==> config.mk <==
export PLATFORM = sky130hd
export DESIGN_NAME = mesh_router
export DESIGN_NICKNAME = d
export VERILOG_FILES = /design/src/noc_pkg.sv /design/src/flit_pkg.sv /design/src/router_input_fifo.sv /design/src/router_arbiter.sv /design/src/router_lookahead.sv /design/src/router_switch_ctrl.sv /design/src/router_output_stage.sv /design/src/mesh_router.sv
export SDC_FILE = /design/constraint.sdc
export NUM_CORES = 2
export LEC_CHECK = 0
export ABC_AREA = 1
export BUFFER_PORTS_ARGS = -buffer_cell sky130_fd_sc_hd__buf_2
export CAP_MARGIN = 30
export CORE_MARGIN = 2
export CORE_UTILIZATION = 30
export DETAILED_ROUTE_END_ITERATION = 12
export PLACE_DENSITY = 0.54
export SLEW_MARGIN = 40
export SYNTH_ARGS = -nofsm -noshare
export SYNTH_HDL_FRONTEND = slang
export SYNTH_HIERARCHICAL = 1
export SYNTH_SLANG_ARGS = --single-unit
==> constraint.sdc <==
create_clock -name clk -period 10.8 [get_ports clk]
set_input_delay 0.54 -clock clk [delete_from_list [all_inputs] [get_ports clk]]
set_output_delay 0.54 -clock clk [all_outputs]
set_load 0.01 [all_outputs]
==> src/noc_pkg.sv <==
/*
 * Mesh-level definitions for the router
 *   xy_t        router and destination coordinates
 *   port_e      port index of the five router ports
 *   direction_t one-hot output selector with its codes
 *   next_hop    XY dimension-order routing step
 */
package noc_pkg;

  // Coordinates on the mesh, north is y minus one and east is x plus one
  typedef struct packed {
    logic [2:0] x;
    logic [2:0] y;
  } xy_t;

  typedef enum logic [2:0] {
    kNorthPort = 3'd0,
    kSouthPort = 3'd1,
    kWestPort  = 3'd2,
    kEastPort  = 3'd3,
    kLocalPort = 3'd4
  } port_e;

  localparam int unsigned NumPorts = 5;

  // One bit per output, same order as port_e
  typedef logic [NumPorts-1:0] direction_t;

  localparam direction_t GoNorth = 5'b00001;
  localparam direction_t GoSouth = 5'b00010;
  localparam direction_t GoWest  = 5'b00100;
  localparam direction_t GoEast  = 5'b01000;
  localparam direction_t GoLocal = 5'b10000;

  // X first, then Y, then eject on the local port
  function automatic direction_t next_hop(input xy_t position, input xy_t destination);
    direction_t dir;
    if (destination.x > position.x) begin
      dir = GoEast;
    end else if (destination.x < position.x) begin
      dir = GoWest;
    end else if (destination.y < position.y) begin
      dir = GoNorth;
    end else if (destination.y > position.y) begin
      dir = GoSouth;
    end else begin
      dir = GoLocal;
    end
    return dir;
  endfunction

endpackage

==> src/flit_pkg.sv <==
/*
 * Flit format on every router link
 *   preamble_t  head and tail marks
 *   message_t   message type, passed through untouched
 *   header_t    head flit layout with the look-ahead routing field
 *   flit_t      header view and plain payload view of one flit word
 */
package flit_pkg;

  // Data bits per flit, the preamble comes on top
  localparam int unsigned FlitDataWidth = 32;

  typedef struct packed {
    logic head;
    logic tail;
  } preamble_t;

  typedef logic [4:0] message_t;

  // Whatever is left of the data word after the header fields
  localparam int unsigned ReservedWidth = FlitDataWidth - 2 * $bits(noc_pkg::xy_t)
                                          - $bits(message_t) - $bits(noc_pkg::direction_t);

  // Routing sits in the low bits so the rewrite touches only those
  typedef struct packed {
    preamble_t                preamble;
    noc_pkg::xy_t             source;
    noc_pkg::xy_t             destination;
    message_t                 message;
    logic [ReservedWidth-1:0] reserved;
    noc_pkg::direction_t      routing;
  } header_t;

  typedef logic [FlitDataWidth+1:0] payload_t;

  // Head flits are read through header, body flits through payload
  typedef union packed {
    header_t  header;
    payload_t payload;
  } flit_t;

endpackage

==> src/router_input_fifo.sv <==
/*
 * Input queue for one router port
 *   circular buffer of flits with read and write pointers
 *   occupancy count driving the full and empty flags
 */
`timescale 1ns/10ps

module router_input_fifo #(
  parameter int unsigned FifoDepth = 4
) (
  input  logic            clk,
  input  logic            rst,
  input  flit_pkg::flit_t data_i,
  input  logic            wr_i,
  input  logic            rd_i,
  output flit_pkg::flit_t data_o,
  output logic            empty_o,
  output logic            full_o
);
  import flit_pkg::*;

  localparam int unsigned PtrWidth = $clog2(FifoDepth);

  // Storage, no reset needed on the payload
  flit_t mem [FifoDepth];

  logic [PtrWidth-1:0] wr_ptr_q;
  logic [PtrWidth-1:0] rd_ptr_q;
  logic [PtrWidth:0]   count_q;
  logic                do_wr;
  logic                do_rd;

  // Illegal accesses are dropped here
  assign do_wr = wr_i & ~full_o;
  assign do_rd = rd_i & ~empty_o;

  assign empty_o = (count_q == '0);
  assign full_o  = (count_q == (PtrWidth+1)'(FifoDepth));

  // Head of queue, valid one cycle after the write
  assign data_o = mem[rd_ptr_q];

  always_ff @(posedge clk) begin
    if (do_wr) begin
      mem[wr_ptr_q] <= data_i;
    end
  end

  // Pointers wrap on their own since the depth is a power of two
  always_ff @(posedge clk) begin
    if (rst) begin
      wr_ptr_q <= '0;
      rd_ptr_q <= '0;
      count_q  <= '0;
    end else begin
      if (do_wr) begin
        wr_ptr_q <= wr_ptr_q + PtrWidth'(1);
      end
      if (do_rd) begin
        rd_ptr_q <= rd_ptr_q + PtrWidth'(1);
      end
      case ({do_wr, do_rd})
        2'b10:   count_q <= count_q + 1'b1;
        2'b01:   count_q <= count_q - 1'b1;
        default: count_q <= count_q;
      endcase
    end
  end

  // Switch control must never pop an empty queue
  a_no_read_empty: assert property (@(posedge clk) disable iff (rst) rd_i |-> !empty_o)
    else $error("input FIFO read while empty");

  // Sender has to honour stop_o
  a_no_write_full: assert property (@(posedge clk) disable iff (rst) wr_i |-> !full_o)
    else $error("input FIFO written while full");

endmodule

==> src/router_arbiter.sv <==
/*
 * Round-robin arbiter for one output port
 *   rotating search starting after the last winner
 *   priority pointer advanced on the tail forward
 */
`timescale 1ns/10ps

module router_arbiter (
  input  logic                         clk,
  input  logic                         rst,
  input  logic [noc_pkg::NumPorts-1:0] request_i,
  input  logic                         advance_i,
  output noc_pkg::direction_t          grant_o,
  output logic                         grant_valid_o
);
  import noc_pkg::*;

  // Input that finished the last worm
  logic [2:0] last_q;
  logic [2:0] winner;

  // Walk the inputs once from just past the last winner
  always_comb begin
    int   idx;
    logic found;
    grant_o = '0;
    winner  = last_q;
    found   = 1'b0;
    for (int k = 1; k <= NumPorts; k++) begin
      idx = (int'(last_q) + k) % NumPorts;
      if (!found && request_i[idx]) begin
        grant_o[idx] = 1'b1;
        winner       = 3'(idx);
        found        = 1'b1;
      end
    end
  end

  assign grant_valid_o = |grant_o;

  // Reset value makes north the first in line
  always_ff @(posedge clk) begin
    if (rst) begin
      last_q <= kLocalPort;
    end else if (advance_i) begin
      last_q <= winner;
    end
  end

  a_grant_onehot: assert property (@(posedge clk) disable iff (rst) $onehot0(grant_o))
    else $error("arbiter grant not one-hot");

endmodule

==> src/router_lookahead.sv <==
/*
 * Look-ahead routing for one output
 *   position of the neighbour behind the output
 *   XY step that neighbour will take
 */
`timescale 1ns/10ps

module router_lookahead (
  input  noc_pkg::xy_t        position_i,
  input  noc_pkg::port_e      out_port_i,
  input  noc_pkg::xy_t        destination_i,
  output noc_pkg::direction_t routing_o
);
  import noc_pkg::*;

  // Router one hop away through this output
  xy_t neighbour;

  always_comb begin
    neighbour = position_i;
    case (out_port_i)
      kNorthPort: begin
        neighbour.y = position_i.y - 3'd1;
      end
      kSouthPort: begin
        neighbour.y = position_i.y + 3'd1;
      end
      kWestPort: begin
        neighbour.x = position_i.x - 3'd1;
      end
      kEastPort: begin
        neighbour.x = position_i.x + 3'd1;
      end
      default: begin
        // Local output, no hop
        neighbour = position_i;
      end
    endcase
  end

  // Ejected flits keep pointing at local
  assign routing_o = (out_port_i == kLocalPort) ? GoLocal : next_hop(neighbour, destination_i);

endmodule

==> src/router_switch_ctrl.sv <==
/*
 * Switch control for all five outputs
 *   request matrix from the routing field of valid head flits
 *   one round-robin arbiter and one wormhole FSM per output
 *   input select, forward strobe and FIFO read strobes
 */
`timescale 1ns/10ps

module router_switch_ctrl (
  input  logic                                           clk,
  input  logic                                           rst,
  input  flit_pkg::flit_t     [noc_pkg::NumPorts-1:0]    head_flit_i,
  input  logic                [noc_pkg::NumPorts-1:0]    empty_i,
  input  logic                [noc_pkg::NumPorts-1:0]    stop_i,
  output logic                [noc_pkg::NumPorts-1:0]    rd_o,
  output noc_pkg::direction_t [noc_pkg::NumPorts-1:0]    select_o,
  output logic                [noc_pkg::NumPorts-1:0]    forward_o
);
  import noc_pkg::*;
  import flit_pkg::*;

  // Wormhole FSM encoding
  localparam logic [1:0] StReserve = 2'd0;
  localparam logic [1:0] StHead    = 2'd1;
  localparam logic [1:0] StPayload = 2'd2;

  logic [NumPorts-1:0] valid_head;

  // Indexed [output][input]
  logic [NumPorts-1:0][NumPorts-1:0] request;
  // Indexed [input][output]
  logic [NumPorts-1:0][NumPorts-1:0] read_matrix;

  ////////////////////////////////////////////////////////////////////////////
  // Input side
  ////////////////////////////////////////////////////////////////////////////

  for (genvar i = 0; i < NumPorts; i++) begin : gen_input
    // Only a present head flit asks for an output
    assign valid_head[i] = ~empty_i[i] & head_flit_i[i].header.preamble.head;

    // At most one output may pop this input per cycle
    assign rd_o[i] = |read_matrix[i];

    a_single_reader: assert property (@(posedge clk) disable iff (rst)
      $onehot0(read_matrix[i]))
      else $error("input read by two outputs in one cycle");
  end

  ////////////////////////////////////////////////////////////////////////////
  // Output side
  ////////////////////////////////////////////////////////////////////////////

  for (genvar o = 0; o < NumPorts; o++) begin : gen_output
    logic [1:0]          state_q;
    logic [1:0]          state_d;
    direction_t          select_q;
    direction_t          select_d;
    logic [NumPorts-1:0] arb_request;
    direction_t          grant;
    logic                grant_valid;
    logic                sel_present;
    logic                sel_tail;
    logic                advance;
    flit_t               sel_flit;

    // U-turns back to the same port are not routed
    for (genvar i = 0; i < NumPorts; i++) begin : gen_request
      assign request[o][i] = (i != o) && valid_head[i] && head_flit_i[i].header.routing[o];
      assign read_matrix[i][o] = forward_o[o] & select_o[o][i];
    end

    // While bound, the arbiter only sees the bound input
    // so its winner at the tail is that input
    assign arb_request = (state_q == StReserve) ? request[o] : select_q;

    router_arbiter i_arbiter (
      .clk           (clk),
      .rst           (rst),
      .request_i     (arb_request),
      .advance_i     (advance),
      .grant_o       (grant),
      .grant_valid_o (grant_valid)
    );

    // Idle output takes the fresh grant in the same cycle
    assign select_o[o] = (state_q == StReserve) ? grant : select_q;

    // Flit at the head of the selected queue
    always_comb begin
      sel_flit = '0;
      for (int i = 0; i < NumPorts; i++) begin
        if (select_o[o][i]) begin
          sel_flit = head_flit_i[i];
        end
      end
    end

    assign sel_present  = |(select_o[o] & ~empty_i);
    assign sel_tail     = sel_flit.header.preamble.tail;
    assign forward_o[o] = sel_present & ~stop_i[o];
    assign advance      = forward_o[o] & sel_tail;

    always_comb begin
      state_d  = state_q;
      select_d = select_q;
      // Bind on grant, head may still be stopped
      if (state_q == StReserve && grant_valid) begin
        select_d = grant;
        state_d  = StHead;
      end
      if (forward_o[o]) begin
        state_d = sel_tail ? StReserve : StPayload;
      end
      // Release the input after the tail
      if (advance) begin
        select_d = '0;
      end
    end

    always_ff @(posedge clk) begin
      if (rst) begin
        state_q  <= StReserve;
        select_q <= '0;
      end else begin
        state_q  <= state_d;
        select_q <= select_d;
      end
    end

    a_select_onehot: assert property (@(posedge clk) disable iff (rst) $onehot0(select_o[o]))
      else $error("output select not one-hot");

    // A bound but unsent worm must still show its head
    a_head_waits: assert property (@(posedge clk) disable iff (rst)
      (state_q == StHead && sel_present) |-> sel_flit.header.preamble.head)
      else $error("bound worm lost its head flit");
  end

endmodule

==> src/router_output_stage.sv <==
/*
 * Output stage for all five outputs
 *   crossbar from the FIFO heads
 *   routing field rewrite on head flits
 *   output registers and void flags
 */
`timescale 1ns/10ps

module router_output_stage (
  input  logic                                        clk,
  input  logic                                        rst,
  input  noc_pkg::xy_t                                position_i,
  input  flit_pkg::flit_t     [noc_pkg::NumPorts-1:0] head_flit_i,
  input  noc_pkg::direction_t [noc_pkg::NumPorts-1:0] select_i,
  input  logic                [noc_pkg::NumPorts-1:0] forward_i,
  input  logic                [noc_pkg::NumPorts-1:0] stop_i,
  output flit_pkg::flit_t     [noc_pkg::NumPorts-1:0] data_o,
  output logic                [noc_pkg::NumPorts-1:0] data_void_o
);
  import noc_pkg::*;
  import flit_pkg::*;

  for (genvar o = 0; o < NumPorts; o++) begin : gen_output
    flit_t      cross_flit;
    flit_t      next_flit;
    flit_t      data_q;
    direction_t routing;
    logic       void_q;

    // Crossbar column for this output
    always_comb begin
      cross_flit = '0;
      for (int i = 0; i < NumPorts; i++) begin
        if (select_i[o][i]) begin
          cross_flit = head_flit_i[i];
        end
      end
    end

    router_lookahead i_lookahead (
      .position_i    (position_i),
      .out_port_i    (port_e'(o)),
      .destination_i (cross_flit.header.destination),
      .routing_o     (routing)
    );

    // Head flit carries the next router's output and body flits pass as is
    always_comb begin
      next_flit = cross_flit;
      if (cross_flit.header.preamble.head) begin
        next_flit.header.routing = routing;
      end
    end

    always_ff @(posedge clk) begin
      if (forward_i[o]) begin
        data_q <= next_flit;
      end
    end

    // Void goes low on a forward and high after a plain transfer, and holds under stop
    always_ff @(posedge clk) begin
      if (rst) begin
        void_q <= 1'b1;
      end else if (forward_i[o]) begin
        void_q <= 1'b0;
      end else if (!stop_i[o]) begin
        void_q <= 1'b1;
      end
    end

    assign data_o[o]      = data_q;
    assign data_void_o[o] = void_q;
  end

endmodule

==> src/mesh_router.sv <==
/*
 * Five-port mesh router top level
 *   one input FIFO per port
 *   switch control with arbiters and wormhole FSMs
 *   output stage with crossbar and look-ahead rewrite
 */
`timescale 1ns/10ps

module mesh_router #(
  parameter int unsigned FifoDepth = 4
) (
  input  logic                         clk,
  input  logic                         rst,
  input  noc_pkg::xy_t                 position_i,
  // Input links
  input  flit_pkg::flit_t              data_n_i,
  input  flit_pkg::flit_t              data_s_i,
  input  flit_pkg::flit_t              data_w_i,
  input  flit_pkg::flit_t              data_e_i,
  input  flit_pkg::flit_t              data_p_i,
  input  logic [noc_pkg::NumPorts-1:0] data_void_i,
  output logic [noc_pkg::NumPorts-1:0] stop_o,
  // Output links
  output flit_pkg::flit_t              data_n_o,
  output flit_pkg::flit_t              data_s_o,
  output flit_pkg::flit_t              data_w_o,
  output flit_pkg::flit_t              data_e_o,
  output flit_pkg::flit_t              data_p_o,
  output logic [noc_pkg::NumPorts-1:0] data_void_o,
  input  logic [noc_pkg::NumPorts-1:0] stop_i
);
  import noc_pkg::*;
  import flit_pkg::*;

  flit_t      [NumPorts-1:0] data_in;
  flit_t      [NumPorts-1:0] fifo_head;
  flit_t      [NumPorts-1:0] data_out;
  logic       [NumPorts-1:0] empty;
  logic       [NumPorts-1:0] full;
  logic       [NumPorts-1:0] rd;
  logic       [NumPorts-1:0] forward;
  direction_t [NumPorts-1:0] select;

  // Gather the link inputs by port index
  assign data_in[kNorthPort] = data_n_i;
  assign data_in[kSouthPort] = data_s_i;
  assign data_in[kWestPort]  = data_w_i;
  assign data_in[kEastPort]  = data_e_i;
  assign data_in[kLocalPort] = data_p_i;

  ////////////////////////////////////////////////////////////////////////////
  // Input queues
  ////////////////////////////////////////////////////////////////////////////

  for (genvar p = 0; p < NumPorts; p++) begin : gen_fifo
    router_input_fifo #(
      .FifoDepth (FifoDepth)
    ) i_fifo (
      .clk     (clk),
      .rst     (rst),
      .data_i  (data_in[p]),
      .wr_i    (~data_void_i[p]),
      .rd_i    (rd[p]),
      .data_o  (fifo_head[p]),
      .empty_o (empty[p]),
      .full_o  (full[p])
    );
  end

  // Back-pressure towards the sender is the full flag
  assign stop_o = full;

  ////////////////////////////////////////////////////////////////////////////
  // Control and datapath
  ////////////////////////////////////////////////////////////////////////////

  router_switch_ctrl i_switch_ctrl (
    .clk         (clk),
    .rst         (rst),
    .head_flit_i (fifo_head),
    .empty_i     (empty),
    .stop_i      (stop_i),
    .rd_o        (rd),
    .select_o    (select),
    .forward_o   (forward)
  );

  router_output_stage i_output_stage (
    .clk         (clk),
    .rst         (rst),
    .position_i  (position_i),
    .head_flit_i (fifo_head),
    .select_i    (select),
    .forward_i   (forward),
    .stop_i      (stop_i),
    .data_o      (data_out),
    .data_void_o (data_void_o)
  );

  assign data_n_o = data_out[kNorthPort];
  assign data_s_o = data_out[kSouthPort];
  assign data_w_o = data_out[kWestPort];
  assign data_e_o = data_out[kEastPort];
  assign data_p_o = data_out[kLocalPort];

endmodule

==> qor.yml <==
seq_area_um2: 27530
drive_gt1_share_pct: 17.81
die_w_um: 448.5
ys_warn_count: 6
cts_buffer_depth: 3
num-nets-final: 7934
synth_top_area_share_pct: 43.07
hold_path.class: "input port to flip-flop"
synth_seq_cells: 950
hold_depth: 1
ctsRootBufferMaster: "clkbuf_16"
fin_worst_skew_ps: 86.74
grt_usage_pct: 22.46
clk_pin_slew_ps: 60
slowest_stage: "ha_1"
grt_pass1_wl_mm: 334.8
antenna_found_initial: 37
ys_top_cells_by_area: "edfxtp_1, nand2_1, nor2_1"
synth_ff_type: "edfxtp_1"
final_common_cell: "nand2_1"
globalplace.congestion: 0.9466
slowest_delay_ps: 670
crit_fanout: 39
cpMostUsedCell: "nand2_1"
overflow: 0
yosysTopAreaCell: "edfxtp_1"
cts_buffers: 97
cp_top_family: "simple AND/OR/NAND/NOR gates"
area_growth_pct: 16.45
start_util_pct: 30.11
first_global_vias: 49280
grt_max_degree: 70
utilization_pct: 35.07
min_period_ps: 7767
synthesis.area_um2: 59260
synth_edf_count: 850
max-slew-margin-rel_pct: 33.04
fillCellCount: 20190
reg2reg_depth: 47
critPathArrivalTime_ps: 8350
ios: 368
cp.depth: 47
netlist_instances: 7045
rsz0062_at_grt: "no"
cts_sinks: 950
wire_per_inst_um: 22.74
die_y_um: 448.5
vias_per_cell: 5.192
io_buffer_count: 367
routed_wirelength_mm: 233.3
worstPathBufferInverterCount: 12
ys_async_sr_fraction_pct: 0
core_um2: 196800
postCtsSetupRepairBufs: 0
max_freq_ghz: 0.1288
cts_tree: "built"
routed-via-count: 53290
num_rows: 163
period_share_pct: 71.91
cp.required_ps: 11390
max-cap-violations: 0
tns_ps: 0
end_kind: "flip-flop"
hpwl_mm: 172.3
worstSkewPairLatency_ps: 770
dr.pass1.iters: 6
placed_cell_area_um2: 64380
max_slew.worst_pin.slew_ps: 1004
htree_levels: 3
report.final.hold_viol_count: 0
drt_first_iter_violations: 5825
synth_area_per_cell_um2: 8.412
dieArea_um2: 201100
multi_input_area_um2: 28300
synth.distinct_cells: 56
drc: 0
ant_nets: 0
setup_viol: 0
final_cell_mix: "nand2_1, nor2_1, edfxtp_1"
crit_path_start_kind: "flip-flop"
critical_path_class: "flip-flop to flip-flop"
status: "complete, no violations"
synth_seq_area_share_pct: 46.45
fin_area_um2: 69010
slew_violations: 0
[path summary, 6_finish.rpt]
kind,start,end,slack [ps]
setup reg to reg,i_switch_ctrl/gen_output[4].i_arbiter/last_q[0],gen_fifo[2].i_fifo/count_q[2],3030
hold / removal,data_w_i[8],gen_fifo[2].i_fifo/mem[2][8],40
setup / recovery,i_switch_ctrl/gen_output[4].i_arbiter/last_q[0],gen_fifo[2].i_fifo/count_q[2],3030
hold reg to reg,i_switch_ctrl/gen_output[3].select_q[4],i_switch_ctrl/gen_output[3].select_q[4],500
[flip-flops by register name, indices dropped and copies added (netlist names), named ones only]
| register | count |
|---|---|
| i_switch_ctrl/gen_output.i_arbiter/last_q | 15 |
| gen_fifo.i_fifo/mem | 680 |
| gen_fifo.i_fifo/count_q | 15 |
| i_switch_ctrl/gen_output.select_q | 25 |
| gen_fifo.i_fifo/rd_ptr_q | 10 |
| gen_fifo.i_fifo/wr_ptr_q | 10 |
| i_switch_ctrl/gen_output.state_q | 10 |
| i_output_stage/gen_output.data_q | 170 |
| i_output_stage/gen_output.void_q | 5 |
[layer usage]
layer | wire, um | track usage (%) | up-vias
met2 | 107100 | 36.31 | 2450
met3 | 19310 | 4.495 | 578
met5 | 140 | 0 | -
met1 | 91230 | 27.84 | 25340
li1 | - | - | 24900
met4 | 15510 | 12.91 | 24
[cell families (layout without fill, tap and decap cells)]
kind of cell	count (synthesis)	in the layout	synth area share, %
multiplexers	3	3	0.05067
XOR/XNOR	33	33	0.5130
flip-flops	950	950	46.45
other	2	66	0.01267
adder cells (fa/ha/maj)	223	223	4.898
AO/OA/AOI/OAI	1516	1516	14.57
buffers and inverters	969	1483	7.379
AND/OR/NAND/NOR	3349	3349	26.13
[stage by stage]
| stage | std cells | hold WS [ps] | setup slack [ps] |
|---|---|---|---|
| global placement | 9927 | 478.8 | 3199 |
| floorplan | 7093 | 458.8 | 4715 |
| CTS | 10240 | 1.096 | 3147 |
| global route | 10260 | 10.48 | 2553 |
| detailed placement | 9930 | 490.9 | 3225 |
| finish | 10260 | 44.85 | 3033 |
[final cells by class]
class	count	area share, %
Antenna cell	16	0.05802
Timing Repair Buffer	618	5.889
Tap cell	2640	4.786
Multi-Input combinational cell	5174	41.01
Sequential cell	950	39.89
Inverter	682	3.778
Clock inverter	55	0.7796
Clock buffer	128	3.804
[what timing repair did]
action	CTS	global route
hold buffers	130	0
endpoints found under the hold margin	493	0
resized for setup	0	0
[synth_stat cells (31+ instances only)]
library cell,count
a21oi_1,614
buf_2,132
buf_4,42
buf_6,47
clkbuf_1,46
dfxtp_1,100
edfxtp_1,850
ha_1,208
inv_1,576
inv_2,85
nand2_1,1547
nand2_2,175
nand2_4,48
nand3_1,328
nand3_2,54
nand4_1,118
nor2_1,874
nor2_2,59
nor2_4,44
nor3_1,40
o211ai_1,157
o21ai_0,415
o21ai_1,56
o21ai_2,45
o22ai_1,173
xor2_1,31
Power is not shown: default switching activity piles up to over one toggle a cycle in this logic, so the estimate is an artifact.
